$ cat src/hw/fp27_macros.svh
`ifndef FP27_MACROS_SVH
`define FP27_MACROS_SVH

// ======================================================================
// 27-bit float format
// ======================================================================

// Whole float word, sign + exponent + fraction
`define FP_W 27

// Biased exponent field
`define FP_EXP_W 8

// Stored fraction, leading one implied
`define FP_FRAC_W 18

// Exponent code of 2^0
`define FP_BIAS 127

// ======================================================================
// Integer side
// ======================================================================

// Signed operand and result width
`define INT_W 16

// Signed exponent shift amount
`define SHIFT_W 8

// Magnitude limit on float to int conversion
`define INT_MAX 32767

`endif

$ cat src/hw/fp27_pkg.sv
`default_nettype none

`include "fp27_macros.svh"

package fp27_pkg;

	// Float word, sign on top, fraction at the bottom
	typedef struct packed {
		logic                  sign;
		logic [`FP_EXP_W-1:0]  exp;
		logic [`FP_FRAC_W-1:0] frac;
	} fp27_t;

	// Operation select
	typedef enum logic [2:0] {
		OP_MUL,
		OP_NEG,
		OP_ABS,
		OP_SHIFT,
		OP_CMP
	} fp_op_e;

	// Request into the unit
	typedef struct packed {
		logic                       valid;
		fp_op_e                     op;
		logic signed [`INT_W-1:0]   int_a;
		logic signed [`INT_W-1:0]   int_b;
		logic signed [`SHIFT_W-1:0] shift;
	} fp_request_t;

	// Converted operands, first stage out
	typedef struct packed {
		logic                       valid;
		fp_op_e                     op;
		fp27_t                      a;
		fp27_t                      b;
		logic signed [`SHIFT_W-1:0] shift;
	} fp_operands_t;

	// Float result, second stage out
	typedef struct packed {
		logic  valid;
		fp27_t value;
		logic  ge;
	} fp_result_t;

	// Response out of the unit
	typedef struct packed {
		logic                     valid;
		fp27_t                    value;
		logic                     ge;
		logic signed [`INT_W-1:0] int_val;
	} fp_response_t;

endpackage

`default_nettype wire

$ cat src/hw/fp_operand_stage.sv
`timescale 1ns/100ps
`default_nettype none

`include "fp27_macros.svh"

module fp_operand_stage (
	input  logic                   iCLK,
	input  logic                   reset_key,
	input  fp27_pkg::fp_request_t  req,
	output fp27_pkg::fp_operands_t operands
);

	// ======================================================================
	// Signed integer to float
	// ======================================================================

	function automatic fp27_pkg::fp27_t int_to_fp(input logic signed [`INT_W-1:0] x);
		fp27_pkg::fp27_t                 f;
		logic                            sign;
		logic [`INT_W-1:0]               mag;
		logic [3:0]                      pos;
		logic [`INT_W+`FP_FRAC_W-1:0]    shift_buf;
		// Sign straight from the top bit
		sign = x[`INT_W-1];
		// Magnitude, -32768 lands on 16'h8000
		mag = sign ? -x : x;
		// Leading one search, highest set bit wins
		pos = 4'd0;
		for (int i = 0; i < `INT_W; i++) begin
			if (mag[i]) begin
				pos = 4'(i);
			end
		end
		// Leading one moved to bit 18, bits below it are the fraction
		shift_buf = {mag, {`FP_FRAC_W{1'b0}}} >> pos;
		f.sign = sign;
		f.exp  = `FP_EXP_W'(`FP_BIAS) + `FP_EXP_W'(pos);
		f.frac = shift_buf[`FP_FRAC_W-1:0];
		// Zero has no leading one
		if (x == '0) begin
			f = '0;
		end
		return f;
	endfunction

	// Both conversions in parallel
	fp27_pkg::fp27_t a_fp;
	fp27_pkg::fp27_t b_fp;

	assign a_fp = int_to_fp(req.int_a);
	assign b_fp = int_to_fp(req.int_b);

	// ======================================================================
	// Stage register
	// ======================================================================

	always_ff @(posedge iCLK) begin
		if (reset_key) begin
			operands <= '0;
		end else begin
			// Strobe follows the request, one cycle later
			operands.valid <= req.valid;
			operands.op    <= req.op;
			operands.a     <= a_fp;
			operands.b     <= b_fp;
			// Shift only used by OP_SHIFT downstream
			operands.shift <= req.shift;
		end
	end

endmodule

`default_nettype wire

$ cat src/hw/fp_alu.sv
`timescale 1ns/100ps
`default_nettype none

`include "fp27_macros.svh"

module fp_alu (
	input  logic                   iCLK,
	input  logic                   reset_key,
	input  fp27_pkg::fp_operands_t operands,
	output fp27_pkg::fp_result_t   result
);

	// Operand aliases
	fp27_pkg::fp27_t a;
	fp27_pkg::fp27_t b;

	assign a = operands.a;
	assign b = operands.b;

	// ======================================================================
	// Multiply
	// ======================================================================

	// Mantissas, implied one plus top 17 fraction bits
	logic [`FP_FRAC_W-1:0]   man_a;
	logic [`FP_FRAC_W-1:0]   man_b;
	logic [2*`FP_FRAC_W-1:0] prod;
	// One extra bit for the exponent sum
	logic [`FP_EXP_W:0]      exp_sum;
	logic [`FP_EXP_W:0]      mul_exp;
	logic                    prod_top;
	logic                    mul_zero;
	fp27_pkg::fp27_t         mul_val;

	assign man_a = {1'b1, a.frac[`FP_FRAC_W-1:1]};
	assign man_b = {1'b1, b.frac[`FP_FRAC_W-1:1]};
	assign prod  = man_a * man_b;

	assign exp_sum  = {1'b0, a.exp} + {1'b0, b.exp};
	assign prod_top = prod[2*`FP_FRAC_W-1];

	// Product in [2,4) carries one more into the exponent
	assign mul_exp = prod_top ? exp_sum - 9'(`FP_BIAS - 1) : exp_sum - 9'(`FP_BIAS);

	// Underflow or a zero operand
	assign mul_zero = (exp_sum < 9'(`FP_BIAS + 1)) || (a.exp == '0) || (b.exp == '0);

	always_comb begin
		mul_val.sign = a.sign ^ b.sign;
		mul_val.exp  = mul_exp[`FP_EXP_W-1:0];
		// Normalize on the product's top bit
		if (prod_top) begin
			mul_val.frac = prod[2*`FP_FRAC_W-2:`FP_FRAC_W-1];
		end else begin
			mul_val.frac = prod[2*`FP_FRAC_W-3:`FP_FRAC_W-2];
		end
		if (mul_zero) begin
			mul_val = fp27_pkg::fp27_t'(`FP_W'(0));
		end
	end

	// ======================================================================
	// Compare, a >= b
	// ======================================================================

	logic mag_ge;
	logic mag_le;
	logic cmp_ge;

	// Magnitude order, exponent first then fraction
	assign mag_ge = (a.exp > b.exp) || ((a.exp == b.exp) && (a.frac >= b.frac));
	assign mag_le = (b.exp > a.exp) || ((a.exp == b.exp) && (b.frac >= a.frac));

	always_comb begin
		case ({a.sign, b.sign})
			// Positive vs negative
			2'b01: cmp_ge = 1'b1;
			2'b10: cmp_ge = 1'b0;
			// Both positive
			2'b00: cmp_ge = mag_ge;
			// Both negative, order flips
			default: cmp_ge = mag_le;
		endcase
	end

	// ======================================================================
	// Operation select
	// ======================================================================

	fp27_pkg::fp27_t next_value;
	logic            next_ge;

	always_comb begin
		// Pass a through, ge only for compare
		next_value = a;
		next_ge    = 1'b0;
		case (operands.op)
			fp27_pkg::OP_MUL:   next_value = mul_val;
			fp27_pkg::OP_NEG:   next_value.sign = ~a.sign;
			fp27_pkg::OP_ABS:   next_value.sign = 1'b0;
			// Wraps mod 256, no guard
			fp27_pkg::OP_SHIFT: next_value.exp = a.exp + operands.shift;
			fp27_pkg::OP_CMP:   next_ge = cmp_ge;
			default:            next_value = a;
		endcase
	end

	always_ff @(posedge iCLK) begin
		if (reset_key) begin
			result <= '0;
		end else begin
			result.valid <= operands.valid;
			result.value <= next_value;
			result.ge    <= next_ge;
		end
	end

endmodule

`default_nettype wire

$ cat src/hw/fp_result_stage.sv
`timescale 1ns/100ps
`default_nettype none

`include "fp27_macros.svh"

module fp_result_stage (
	input  logic                   iCLK,
	input  logic                   reset_key,
	input  fp27_pkg::fp_result_t   result,
	output fp27_pkg::fp_response_t rsp
);

	// ======================================================================
	// Float to signed integer
	// ======================================================================

	fp27_pkg::fp27_t              value;
	logic [`FP_EXP_W-1:0]         shift_amt;
	// Mantissa with room for the integer part above it
	logic [`INT_W+`FP_FRAC_W-1:0] shift_buf;
	logic [`INT_W-1:0]            int_mag;
	logic signed [`INT_W-1:0]     int_next;

	assign value = result.value;

	// Unbiased exponent, only meaningful inside the range below
	assign shift_amt = value.exp - `FP_EXP_W'(`FP_BIAS);
	assign shift_buf = {{(`INT_W-1){1'b0}}, 1'b1, value.frac} << shift_amt;

	// Integer part sits above the fraction bits
	assign int_mag = shift_buf[`INT_W+`FP_FRAC_W-1:`FP_FRAC_W];

	always_comb begin
		if (value.exp < `FP_EXP_W'(`FP_BIAS)) begin
			// Below one
			int_next = '0;
		end else if (value.exp > `FP_EXP_W'(`FP_BIAS + `INT_W - 2)) begin
			// Out of range, clip by sign
			int_next = value.sign ? -`INT_W'(`INT_MAX) : `INT_W'(`INT_MAX);
		end else begin
			int_next = value.sign ? -int_mag : int_mag;
		end
	end

	// Output register
	always_ff @(posedge iCLK) begin
		if (reset_key) begin
			rsp <= '0;
		end else begin
			rsp.valid   <= result.valid;
			// Float and flag pass through
			rsp.value   <= result.value;
			rsp.ge      <= result.ge;
			rsp.int_val <= int_next;
		end
	end

endmodule

`default_nettype wire

$ cat src/hw/fp_calc_top.sv
`timescale 1ns/100ps
`default_nettype none

module fp_calc_top (
	input  logic                   iCLK,
	input  logic                   reset_key,
	input  fp27_pkg::fp_request_t  req,
	output fp27_pkg::fp_response_t rsp
);

	// ======================================================================
	// Three-stage pipeline, one register per stage
	// ======================================================================

	// Stage 1 to stage 2
	fp27_pkg::fp_operands_t operands;
	// Stage 2 to stage 3
	fp27_pkg::fp_result_t   result;

	// Integer operands in, floats out
	fp_operand_stage u_operand_stage (
		.iCLK      (iCLK),
		.reset_key (reset_key),
		.req       (req),
		.operands  (operands)
	);

	// Selected float operation
	fp_alu u_alu (
		.iCLK      (iCLK),
		.reset_key (reset_key),
		.operands  (operands),
		.result    (result)
	);

	// Float back to a clipped integer
	fp_result_stage u_result_stage (
		.iCLK      (iCLK),
		.reset_key (reset_key),
		.result    (result),
		.rsp       (rsp)
	);

endmodule

`default_nettype wire

$ cat config.mk
export PLATFORM = sky130hd
export DESIGN_NAME = fp_calc_top
export DESIGN_NICKNAME = d
export VERILOG_FILES = /design/src/hw/fp27_pkg.sv /design/src/hw/fp_operand_stage.sv /design/src/hw/fp_alu.sv /design/src/hw/fp_result_stage.sv /design/src/hw/fp_calc_top.sv
export VERILOG_INCLUDE_DIRS = /design/src /design/src/hw
export SDC_FILE = /design/constraint.sdc
export NUM_CORES = 1
export LEC_CHECK = 0
export CAP_MARGIN = 40
export CORE_ASPECT_RATIO = 1.1
export CORE_MARGIN = 4
export CORE_UTILIZATION = 34
export CTS_CLUSTER_DIAMETER = 80
export DETAILED_ROUTE_END_ITERATION = 10
export DONT_BUFFER_PORTS = 1
export GPL_TIMING_DRIVEN = 0
export PLACE_DENSITY = 0.48
export SLEW_MARGIN = 20
export SYNTH_ARGS = -nofsm -noshare
export SYNTH_HDL_FRONTEND = slang
export SYNTH_HIERARCHICAL = 1
export SYNTH_SLANG_ARGS = --single-unit
$ cat constraint.sdc
create_clock -name iCLK -period 5.8 [get_ports iCLK]
set_input_delay 1.16 -clock iCLK [delete_from_list [all_inputs] [get_ports iCLK]]
set_output_delay 1.16 -clock iCLK [all_outputs]
set_load 0.02 [all_outputs]
==> run metrics, run 1 <==
hold buffer count at CTS 0; Setup Crit Path Kind register to register; fin crit share 109.7%; grt total ovfl 0; clock root cell clkbuf_16; Fin Setup TNS -10.69 ns; Layout Area Growth over Synthesis 18.44%; sequential share of power about a tenth; Setup Skew 0.02546 ns; crit path from u_operand_stage/operands[23]; Syn Area/Cell between 8 and 9 µm²; DRT antenna net count 0; Chip Height 269.6 µm; CTS buffer count 17; Core ar. approximately 60000 µm²; r2r startpoint u_operand_stage/operands[23]; Design Area, Final 25060 µm²; H-Tree Depth 4; DIE WIDTH between 200 and 250 µm; Worst EP required between 6 and 7 ns; Syn Inst Count ~2500; Util after Layout between 40% and 50%; switching part of the total power between 50% and 60%; Avg Vias per Cell 5.268; final hold violations 0; # IOs 91; crit path to u_alu/result[26]; vias in the first global route about 19000; Slew Viols, Final 0; Main synth FF type dfxtp_1; effective utilization at floorplan between 30 and 40%; worst-skew pair later-pin latency between 0.4 and 0.5 ns; Finished Layout Cells between 3000 and 4000; DR WL/cell 20.78 µm; Lkg Pwr roughly 11 nW; largest net degree at the start of global routing 20; startpoint type of the worst setup path register; post-synthesis sequential area ratio roughly an eighth; Setup WS pre-CTS -1.346 ns; Max-Cap Viols 0; Seq cells post-synth 132; crit-path max FO 6; first-pass GRT wire length between 100 and 150 mm; Slew Limit Headroom 49.11%; Post-DP HPWL 57.68 mm; Total GRT Usage 21.67%; Ys Warns 6; synth top area cells fa_1 24%, dfxtp_1 12%, ha_1 10%, inv_1 6.7%, nand2_1 4.9%; layout cells sized above 1 between 10% and 20%; asr flop ratio synth 0%; antenna violations before repair 1; TritonCTS clock tree built; number of distinct library cells after synthesis around 120; Pwr Total ~12 mW; r2r setup slk -0.56 ns; r2r endpoint u_alu/result[26]; Pint ~5.9 mW; status finished, violations left; IO buf count 0; Power Dens Cells roughly 480 nW/µm²; Longest Clk Path Bufs 2; synthesized area 21160 µm²; first-pass detailed-route iteration total 7; Fillers between 6000 and 7000; clock-pin slew on the worst setup and hold paths 0.07 ns; drt drc 0; Placement Rows 95; Area after DPL approximately 23000 µm²; initial drt markers ~1000; Clock Sinks roughly 130; crit path time final between 6 and 7 ns; GP Congestion roughly 0.9; unrepaired setup endpoints after global routing yes; Worst Reg-to-Reg Cells 23; NetSw approximately 6.1 mW; Post-synth EDFFs 0; area leader, netlist fa_1; final setup violation count 26; Setup WS post-layout -0.5632 ns; die area roughly 66000 µm²; Combinational Power Share 81.2%; failing checks setup timing; Fin Hold WS between 0.4 and 0.5 ns; min-delay worst type register to register; measured slew at the worst slew-check pin 0.7551 ns; dpl cells 3340; fmax approximately 0.16 GHz; routed vias 18312; Yosys top cell area share 24.22%; crit end category register; Nets between 3000 and 4000; worst path arrival time between 6 and 7 ns; clock network power share 8.6%; Max VDD drop between 0.6 and 0.7 mV; wirelength, routed about 72 mm
[final cells by class]
cell class / instances / area [µm²] / share of cell area (%)
inverter: 382 / 1446 / 5.772
buffer: 134 / 1199 / 4.783
antenna: 2 / 5.005 / 0.01997
timing repair buffer: 103 / 900.9 / 3.595
sequential: 132 / 2751 / 10.98
tap: 824 / 1031 / 4.114
clock inverter: 13 / 123.9 / 0.4943
multi-input combinational: 1867 / 17170 / 68.52
clock buffer: 19 / 432.9 / 1.727
[critical path, cell delays in order (launching register included)]
cell and delay [ns]:
dfxtp_4 0.37, buf_4 0.15, and2_1 0.17, fa_1 0.54, inv_1 0.05, fa_1 0.47, inv_1 0.06, fa_2 0.60
fa_1 0.45, fa_1 0.54, inv_1 0.06, fa_1 0.52, inv_1 0.06, ha_4 0.30, nand2_2 0.12, nor2_4 0.12
o21ai_2 0.11, or4_4 0.47, nand2_4 0.12, a211oi_4 0.07, buf_12 0.17, o21ai_4 0.20, a311oi_2 0.12, or3_1 0.37
[logic make-up after synthesis]
group,share of synthesized area [%]
AO/OA/AOI/OAI,15.50
other,0.01772
flip-flops,12.49
adder cells (fa/ha/maj),34.63
multiplexers,4.926
buffers and inverters,9.704
XOR/XNOR,3.187
AND/OR/NAND/NOR,19.54
[sequential cells by signal (all words and copies together), names as in the netlist]
| signal | count |
|---|---|
| u_alu/result | 29 |
| u_operand_stage/operands | 58 |
| u_result_stage/rsp | 45 |
[Yosys cell counts, drive strengths merged, types with 8 or more instances]
cell,number
o31a,10
nand3,45
nor4,24
o21a,15
o31ai,16
o221ai,16
o211ai,20
a211o,10
a21oi,85
a21o,25
mux2i,70
nor4b,8
nand4,30
dfxtp,132
or3,17
nor2b,56
a211oi,21
fa,256
mux2,24
a31oi,18
nor3,47
and3,17
nand2,282
a41oi,8
o22ai,17
and2,82
a311oi,10
xnor2,45
nand2b,19
clkbuf,85
inv,378
buf,49
a22oi,9
xor2,26
o21ai,79
nor2,145
or2,14
ha,176
[worst min-delay path by stage]
stage / slack (ns) / startpoint / cells past startpoint / end
2_1_floorplan: 0.41 / u_operand_stage/operands[65] / 1 / u_alu/result[28]
3_3_place_gp: 0.42 / u_alu/result[28] / 1 / u_result_stage/rsp[44]
3_5_place_dp: 0.44 / u_alu/result[28] / 1 / u_result_stage/rsp[44]
4_1_cts: 0.45 / u_alu/result[28] / 1 / u_result_stage/rsp[44]
5_1_grt: 0.46 / u_alu/result[0] / 1 / u_result_stage/rsp[16]
6_report: 0.44 / u_alu/result[0] / 1 / u_result_stage/rsp[16]
[repair_timing]
| item | CTS | global route |
|---|---|---|
| pin swaps | 64 | 66 |
| gates cloned | 1 | 2 |
| buffers inserted | 80 | 16 |
| setup endpoints to repair | 26 | 26 |
| gates resized for setup | 172 | 42 |
[cells in the final DEF (no fill, tap or decap), types with 16 or more instances in the layout]
| cell | synthesis | final |
|---|---|---|
| inv_1 | 375 | 360 |
| mux2_2 | 19 | 19 |
| dfxtp_4 | 0 | 29 |
| xnor2_1 | 41 | 40 |
| a31oi_1 | 16 | 16 |
| mux2i_1 | 70 | 70 |
| nand3_1 | 43 | 42 |
| nand2_1 | 279 | 264 |
| a21o_1 | 25 | 24 |
| nor4_1 | 21 | 20 |
| o21ai_1 | 21 | 19 |
| o211ai_1 | 20 | 20 |
| a211oi_1 | 19 | 19 |
| o21ai_0 | 51 | 46 |
| or3_1 | 17 | 16 |
| and2_1 | 82 | 78 |
| nor2_1 | 143 | 134 |
| nor2b_1 | 56 | 56 |
| fa_1 | 256 | 246 |
| a21oi_1 | 82 | 71 |
| xor2_1 | 23 | 23 |
| o22ai_1 | 16 | 16 |
| buf_4 | 13 | 90 |
| nor3_1 | 44 | 42 |
| nand4_1 | 28 | 28 |
| dfxtp_1 | 132 | 103 |
| ha_1 | 176 | 160 |
| and3_1 | 17 | 17 |
| buf_2 | 25 | 28 |
| clkbuf_16 | 0 | 37 |
| nand2b_1 | 19 | 19 |
| clkbuf_1 | 85 | 52 |
[routing by layer]
layer | vias up | part of all wire (%) | GRT usage [%] | wire (µm)
met4 | 0 | 2.8 | 6.257 | 2006
met3 | 89 | 3.9 | 2.375 | 2781
met5 | - | 0 | 0 | 0
met1 | 9094 | 42 | 27.11 | 30490
met2 | 486 | 51 | 39.26 | 36940
li1 | 8643 | - | - | -
[power by group through the flow]
stage          Sequential, mW  Clock, mW  Combinational (mW)
2_1_floorplan            1.17          0                6.05
3_3_place_gp             1.29          0                7.92
3_5_place_dp             1.29          0                7.97
4_1_cts                  1.23       1.07                9.35
5_1_grt                  1.24       1.11                10.7
6_report                 1.22       1.04                9.74
(Power assumes the default switching activity.)
==> inputs of run 2 (changes only) <==
--- a/config.mk
+++ b/config.mk
@@ -6,6 +6,7 @@
 export SDC_FILE = /design/constraint.sdc
 export NUM_CORES = 1
 export LEC_CHECK = 0
+export ABC_AREA = 1
 export CAP_MARGIN = 40
 export CORE_ASPECT_RATIO = 1.1
 export CORE_MARGIN = 4
==> run metrics, run 2 <==
hold_sp u_alu/result[0] (unchanged); failing checks setup timing (unchanged); Seq cells post-synth 132 (unchanged); Total GRT Usage 21.05% (was 21.67%); first-pass detailed-route iteration total 6 (was 7); Ys Warns 6 (unchanged); Slew Limit Headroom 46.38% (was 49.11%); Commonest cells post-synth 939 x nand2_1, 708 x inv_1, 354 x nand3_1 (was 375 x inv_1, 279 x nand2_1, 256 x fa_1); Syn Inst Count 3260 (was 2507); Worst EP required 6.17 ns (was 6.12 ns); worst path arrival time 6.22 ns (was 6.68 ns); NetSw 7.460 mW (was 6.061 mW); dpl cells 4101 (was 3340); multi-input logic area 16380 µm² (was 17170 µm²); effective utilization at floorplan 34.53% (was 34.50%); Nets 3883 (was 3115); Area after DPL 22800 µm² (was 22700 µm²); Max-Cap Viols 0 (unchanged); Placement Rows 96 (was 95); Layout Area Growth over Synthesis 20.90% (was 18.44%); CTS buffer count 17 (unchanged); GP Congestion 0.8999 (was 0.8973); DIE WIDTH 248.8 µm (was 245.8 µm); wirelength, routed 71.10 mm (was 72.22 mm); area taken by flip-flops and latches 2738 µm² (was 2751 µm²); crit end category register (unchanged); # IOs 91 (unchanged); Setup WS pre-CTS -1.574 ns (was -1.346 ns); status finished, violations left (unchanged); number of diodes 0 (was 2); TritonCTS clock tree built (unchanged); first-pass GRT wire length 112.8 mm (was 112.5 mm); synthesized area 21690 µm² (was 21160 µm²); DRT antenna net count 0 (unchanged); top-count cell post-synth nand2_1 (was inv_1); synth top area cells fa_1 24%, nand2_1 16%, inv_1 12%, dfxtp_1 12%, ha_1 10% (was fa_1 24%, dfxtp_1 12%, ha_1 10%, inv_1 6.7%, nand2_1 4.9%); min-delay worst type register to register (unchanged); Finished Layout Cells 4251 (was 3476); Yosys top cell area share 23.63% (was 24.22%); Post-DP HPWL 58.31 mm (was 57.68 mm); drt drc 0 (unchanged); layout cells sized above 1 15.65% (was 17.02%); switching part of the total power 55.42% (was 50.52%); r2r startpoint u_operand_stage/operands[44] (was u_operand_stage/operands[23]); IO buf count 0 (unchanged); Chip Height 272.9 µm (was 269.6 µm); Setup Skew 0.02475 ns (was 0.02546 ns); routed vias 20147 (was 18312); hold buffer count at CTS 0 (unchanged); Lkg Pwr 14.40 nW (was 11.35 nW); clock root cell clkbuf_16 (unchanged); die area 67910 µm² (was 66290 µm²); Setup Crit Path Kind register to register (unchanged); final setup violation count 12 (was 26); area leader, netlist fa_1 (unchanged); Avg Vias per Cell 4.739 (was 5.268); Pint 6.001 mW (was 5.936 mW); Util after Layout 41.75% (was 40.86%); Combinational Power Share 83.2% (was 81.2%); most common cell after layout, fill and taps aside nand2_1 (was inv_1); fmax 0.1711 GHz (was 0.1572 GHz); antenna violations before repair 0 (was 1); Post-synth EDFFs 0 (unchanged); number of distinct library cells after synthesis 56 (was 122); fin crit share 100.8% (was 109.7%); Power Dens Cells 513.3 nW/µm² (was 478.7 nW/µm²); Fillers 6638 (was 6266); crit path from u_operand_stage/operands[44] (was u_operand_stage/operands[23]); initial drt markers 1274 (was 1045); Clock Sinks 132 (unchanged); Top reg by flops u_operand_stage/operands (unchanged); Setup WS post-layout -0.04491 ns (was -0.5632 ns); unrepaired setup endpoints after global routing yes (unchanged); clock network power share 7.9% (was 8.6%); post-synthesis sequential area ratio 12.18% (was 12.49%); Pwr Total 13.46 mW (was 12.00 mW); crit-path max FO 6 (unchanged); clock-pin slew on the worst setup and hold paths 0.07 ns (about the same); Syn Area/Cell 6.654 µm² (was 8.439 µm²); vias in the first global route 20567 (was 19231); grt total ovfl 0 (unchanged); asr flop ratio synth 0% (unchanged); leading cell types in the layout, fill and taps excluded 899 x nand2_1, 681 x inv_1, 328 x nand3_1 (was 360 x inv_1, 264 x nand2_1, 246 x fa_1); sequential share of power 8.9% (was 10.2%); measured slew at the worst slew-check pin 0.7994 ns (was 0.7551 ns); final hold violations 0 (unchanged); DR WL/cell 16.72 µm (was 20.78 µm); Slew Viols, Final 0 (unchanged); Main synth FF type dfxtp_1 (unchanged); Design Area, Final 26230 µm² (was 25060 µm²); Longest Clk Path Bufs 2 (unchanged); Max VDD drop 0.4285 mV (was 0.6523 mV); H-Tree Depth 4 (unchanged); Core ar. 62820 µm² (was 61330 µm²); largest net degree at the start of global routing 17 (was 20); worst-skew pair later-pin latency 0.47 ns (was 0.46 ns); Regs by FF count u_operand_stage/operands: 58 flops, u_result_stage/rsp: 45 flops, u_alu/result: 29 flops (unchanged); startpoint type of the worst setup path register (unchanged); max FFs per register 58 (unchanged); crit path time final 5.845 ns (was 6.363 ns)
-- run 2: cell types whose count changed in the layout (fill, tap and decap cells not counted), sizes merged, moves of 22 or more --
cell   change
mux2      -24
and2      -81
nor3      -32
o21ai     -25
nor2      +60
a21o      -22
xnor2     -34
nand3    +316
nand2    +685
mux2i     -70
nor2b     -56
inv      +366
-- run 2: critical path, stage by stage, from the launching register on --
cell and delay [ns]:
dfxtp_2 0.34, clkbuf_8 0.13, buf_12 0.13, clkbuf_16 0.15, nand2_1 0.07, fa_1 0.49
inv_1 0.06, fa_1 0.57, fa_1 0.43, fa_1 0.51, fa_1 0.52, inv_2 0.04
fa_2 0.59, inv_2 0.07, ha_4 0.24, nand2_4 0.07, nand2_4 0.06, nand2_2 0.06
nand2_2 0.06, nand2_2 0.06, nand2_2 0.07, a21oi_4 0.17, buf_12 0.14, nand3_4 0.17
buf_4 0.22, nand3_1 0.07, nand3_1 0.07, a21oi_1 0.15
-- run 2: cells by family (layout without fill, tap and decap cells) --
group	Yosys count	count (layout)	synth area share, %
AO/OA/AOI/OAI	189	189	4.909
XOR/XNOR	34	34	1.546
adder cells (fa/ha/maj)	432	432	33.78
buffers and inverters	871	1020	15.63
flip-flops	132	132	12.18
other	1	8	0.01729
AND/OR/NAND/NOR	1601	1603	31.94
-- run 2: power by group through the flow --
stage | registers (mW) | logic [mW] | clock network [mW]
finish | 1.20 | 11.2 | 1.06
global route | 1.21 | 12.5 | 1.14
CTS | 1.20 | 10.6 | 1.10
detailed placement | 1.21 | 8.79 | 0
global placement | 1.21 | 8.81 | 0
floorplan | 1.15 | 6.16 | 0
-- run 2: per-layer routing --
layer	wire (µm)	GRT usage [%]
met3	3180	3.322
met5	0	0
met2	34250	36.40
met1	31320	26.93
met4	2349	7.072
-- run 2: repair_timing --
item,4_1_cts,5_1_grt
gates resized for setup,355,95
hold endpoints to repair,0,0
setup buffers,103,15
pin swaps,84,48
setup endpoints to repair,26,26
cloned,3,2
-- run 2: area by class of cell --
cell class / count / share of cell area (%)
multi-input combinational: 2266 / 62.45
tap: 833 / 3.974
timing repair buffer: 120 / 4.094
sequential: 132 / 10.44
inverter: 744 / 10.66
clock inverter: 15 / 0.6011
clock buffer: 17 / 1.622
buffer: 124 / 6.164
-- run 2: path summary, 6_finish.rpt --
| path | to | slack (ns) | depth (start not counted) |
|---|---|---|---|
| worst max-delay path | u_alu/result[10] | -0.04 | 27 |
| worst min-delay path | u_result_stage/rsp[16] | 0.40 | 2 |
| worst max register to register | u_alu/result[10] | -0.04 | 27 |
| worst min register to register | u_result_stage/rsp[16] | 0.40 | 2 |
-- run 2: through the flow --
step	hold WS [ns]	TNS [ns]
global placement	0.3919	-44.80
finish	0.4034	-0.2079
global route	0.4259	-4.629
floorplan	0.3883	0
CTS	0.4074	0
detailed placement	0.3975	-37.68
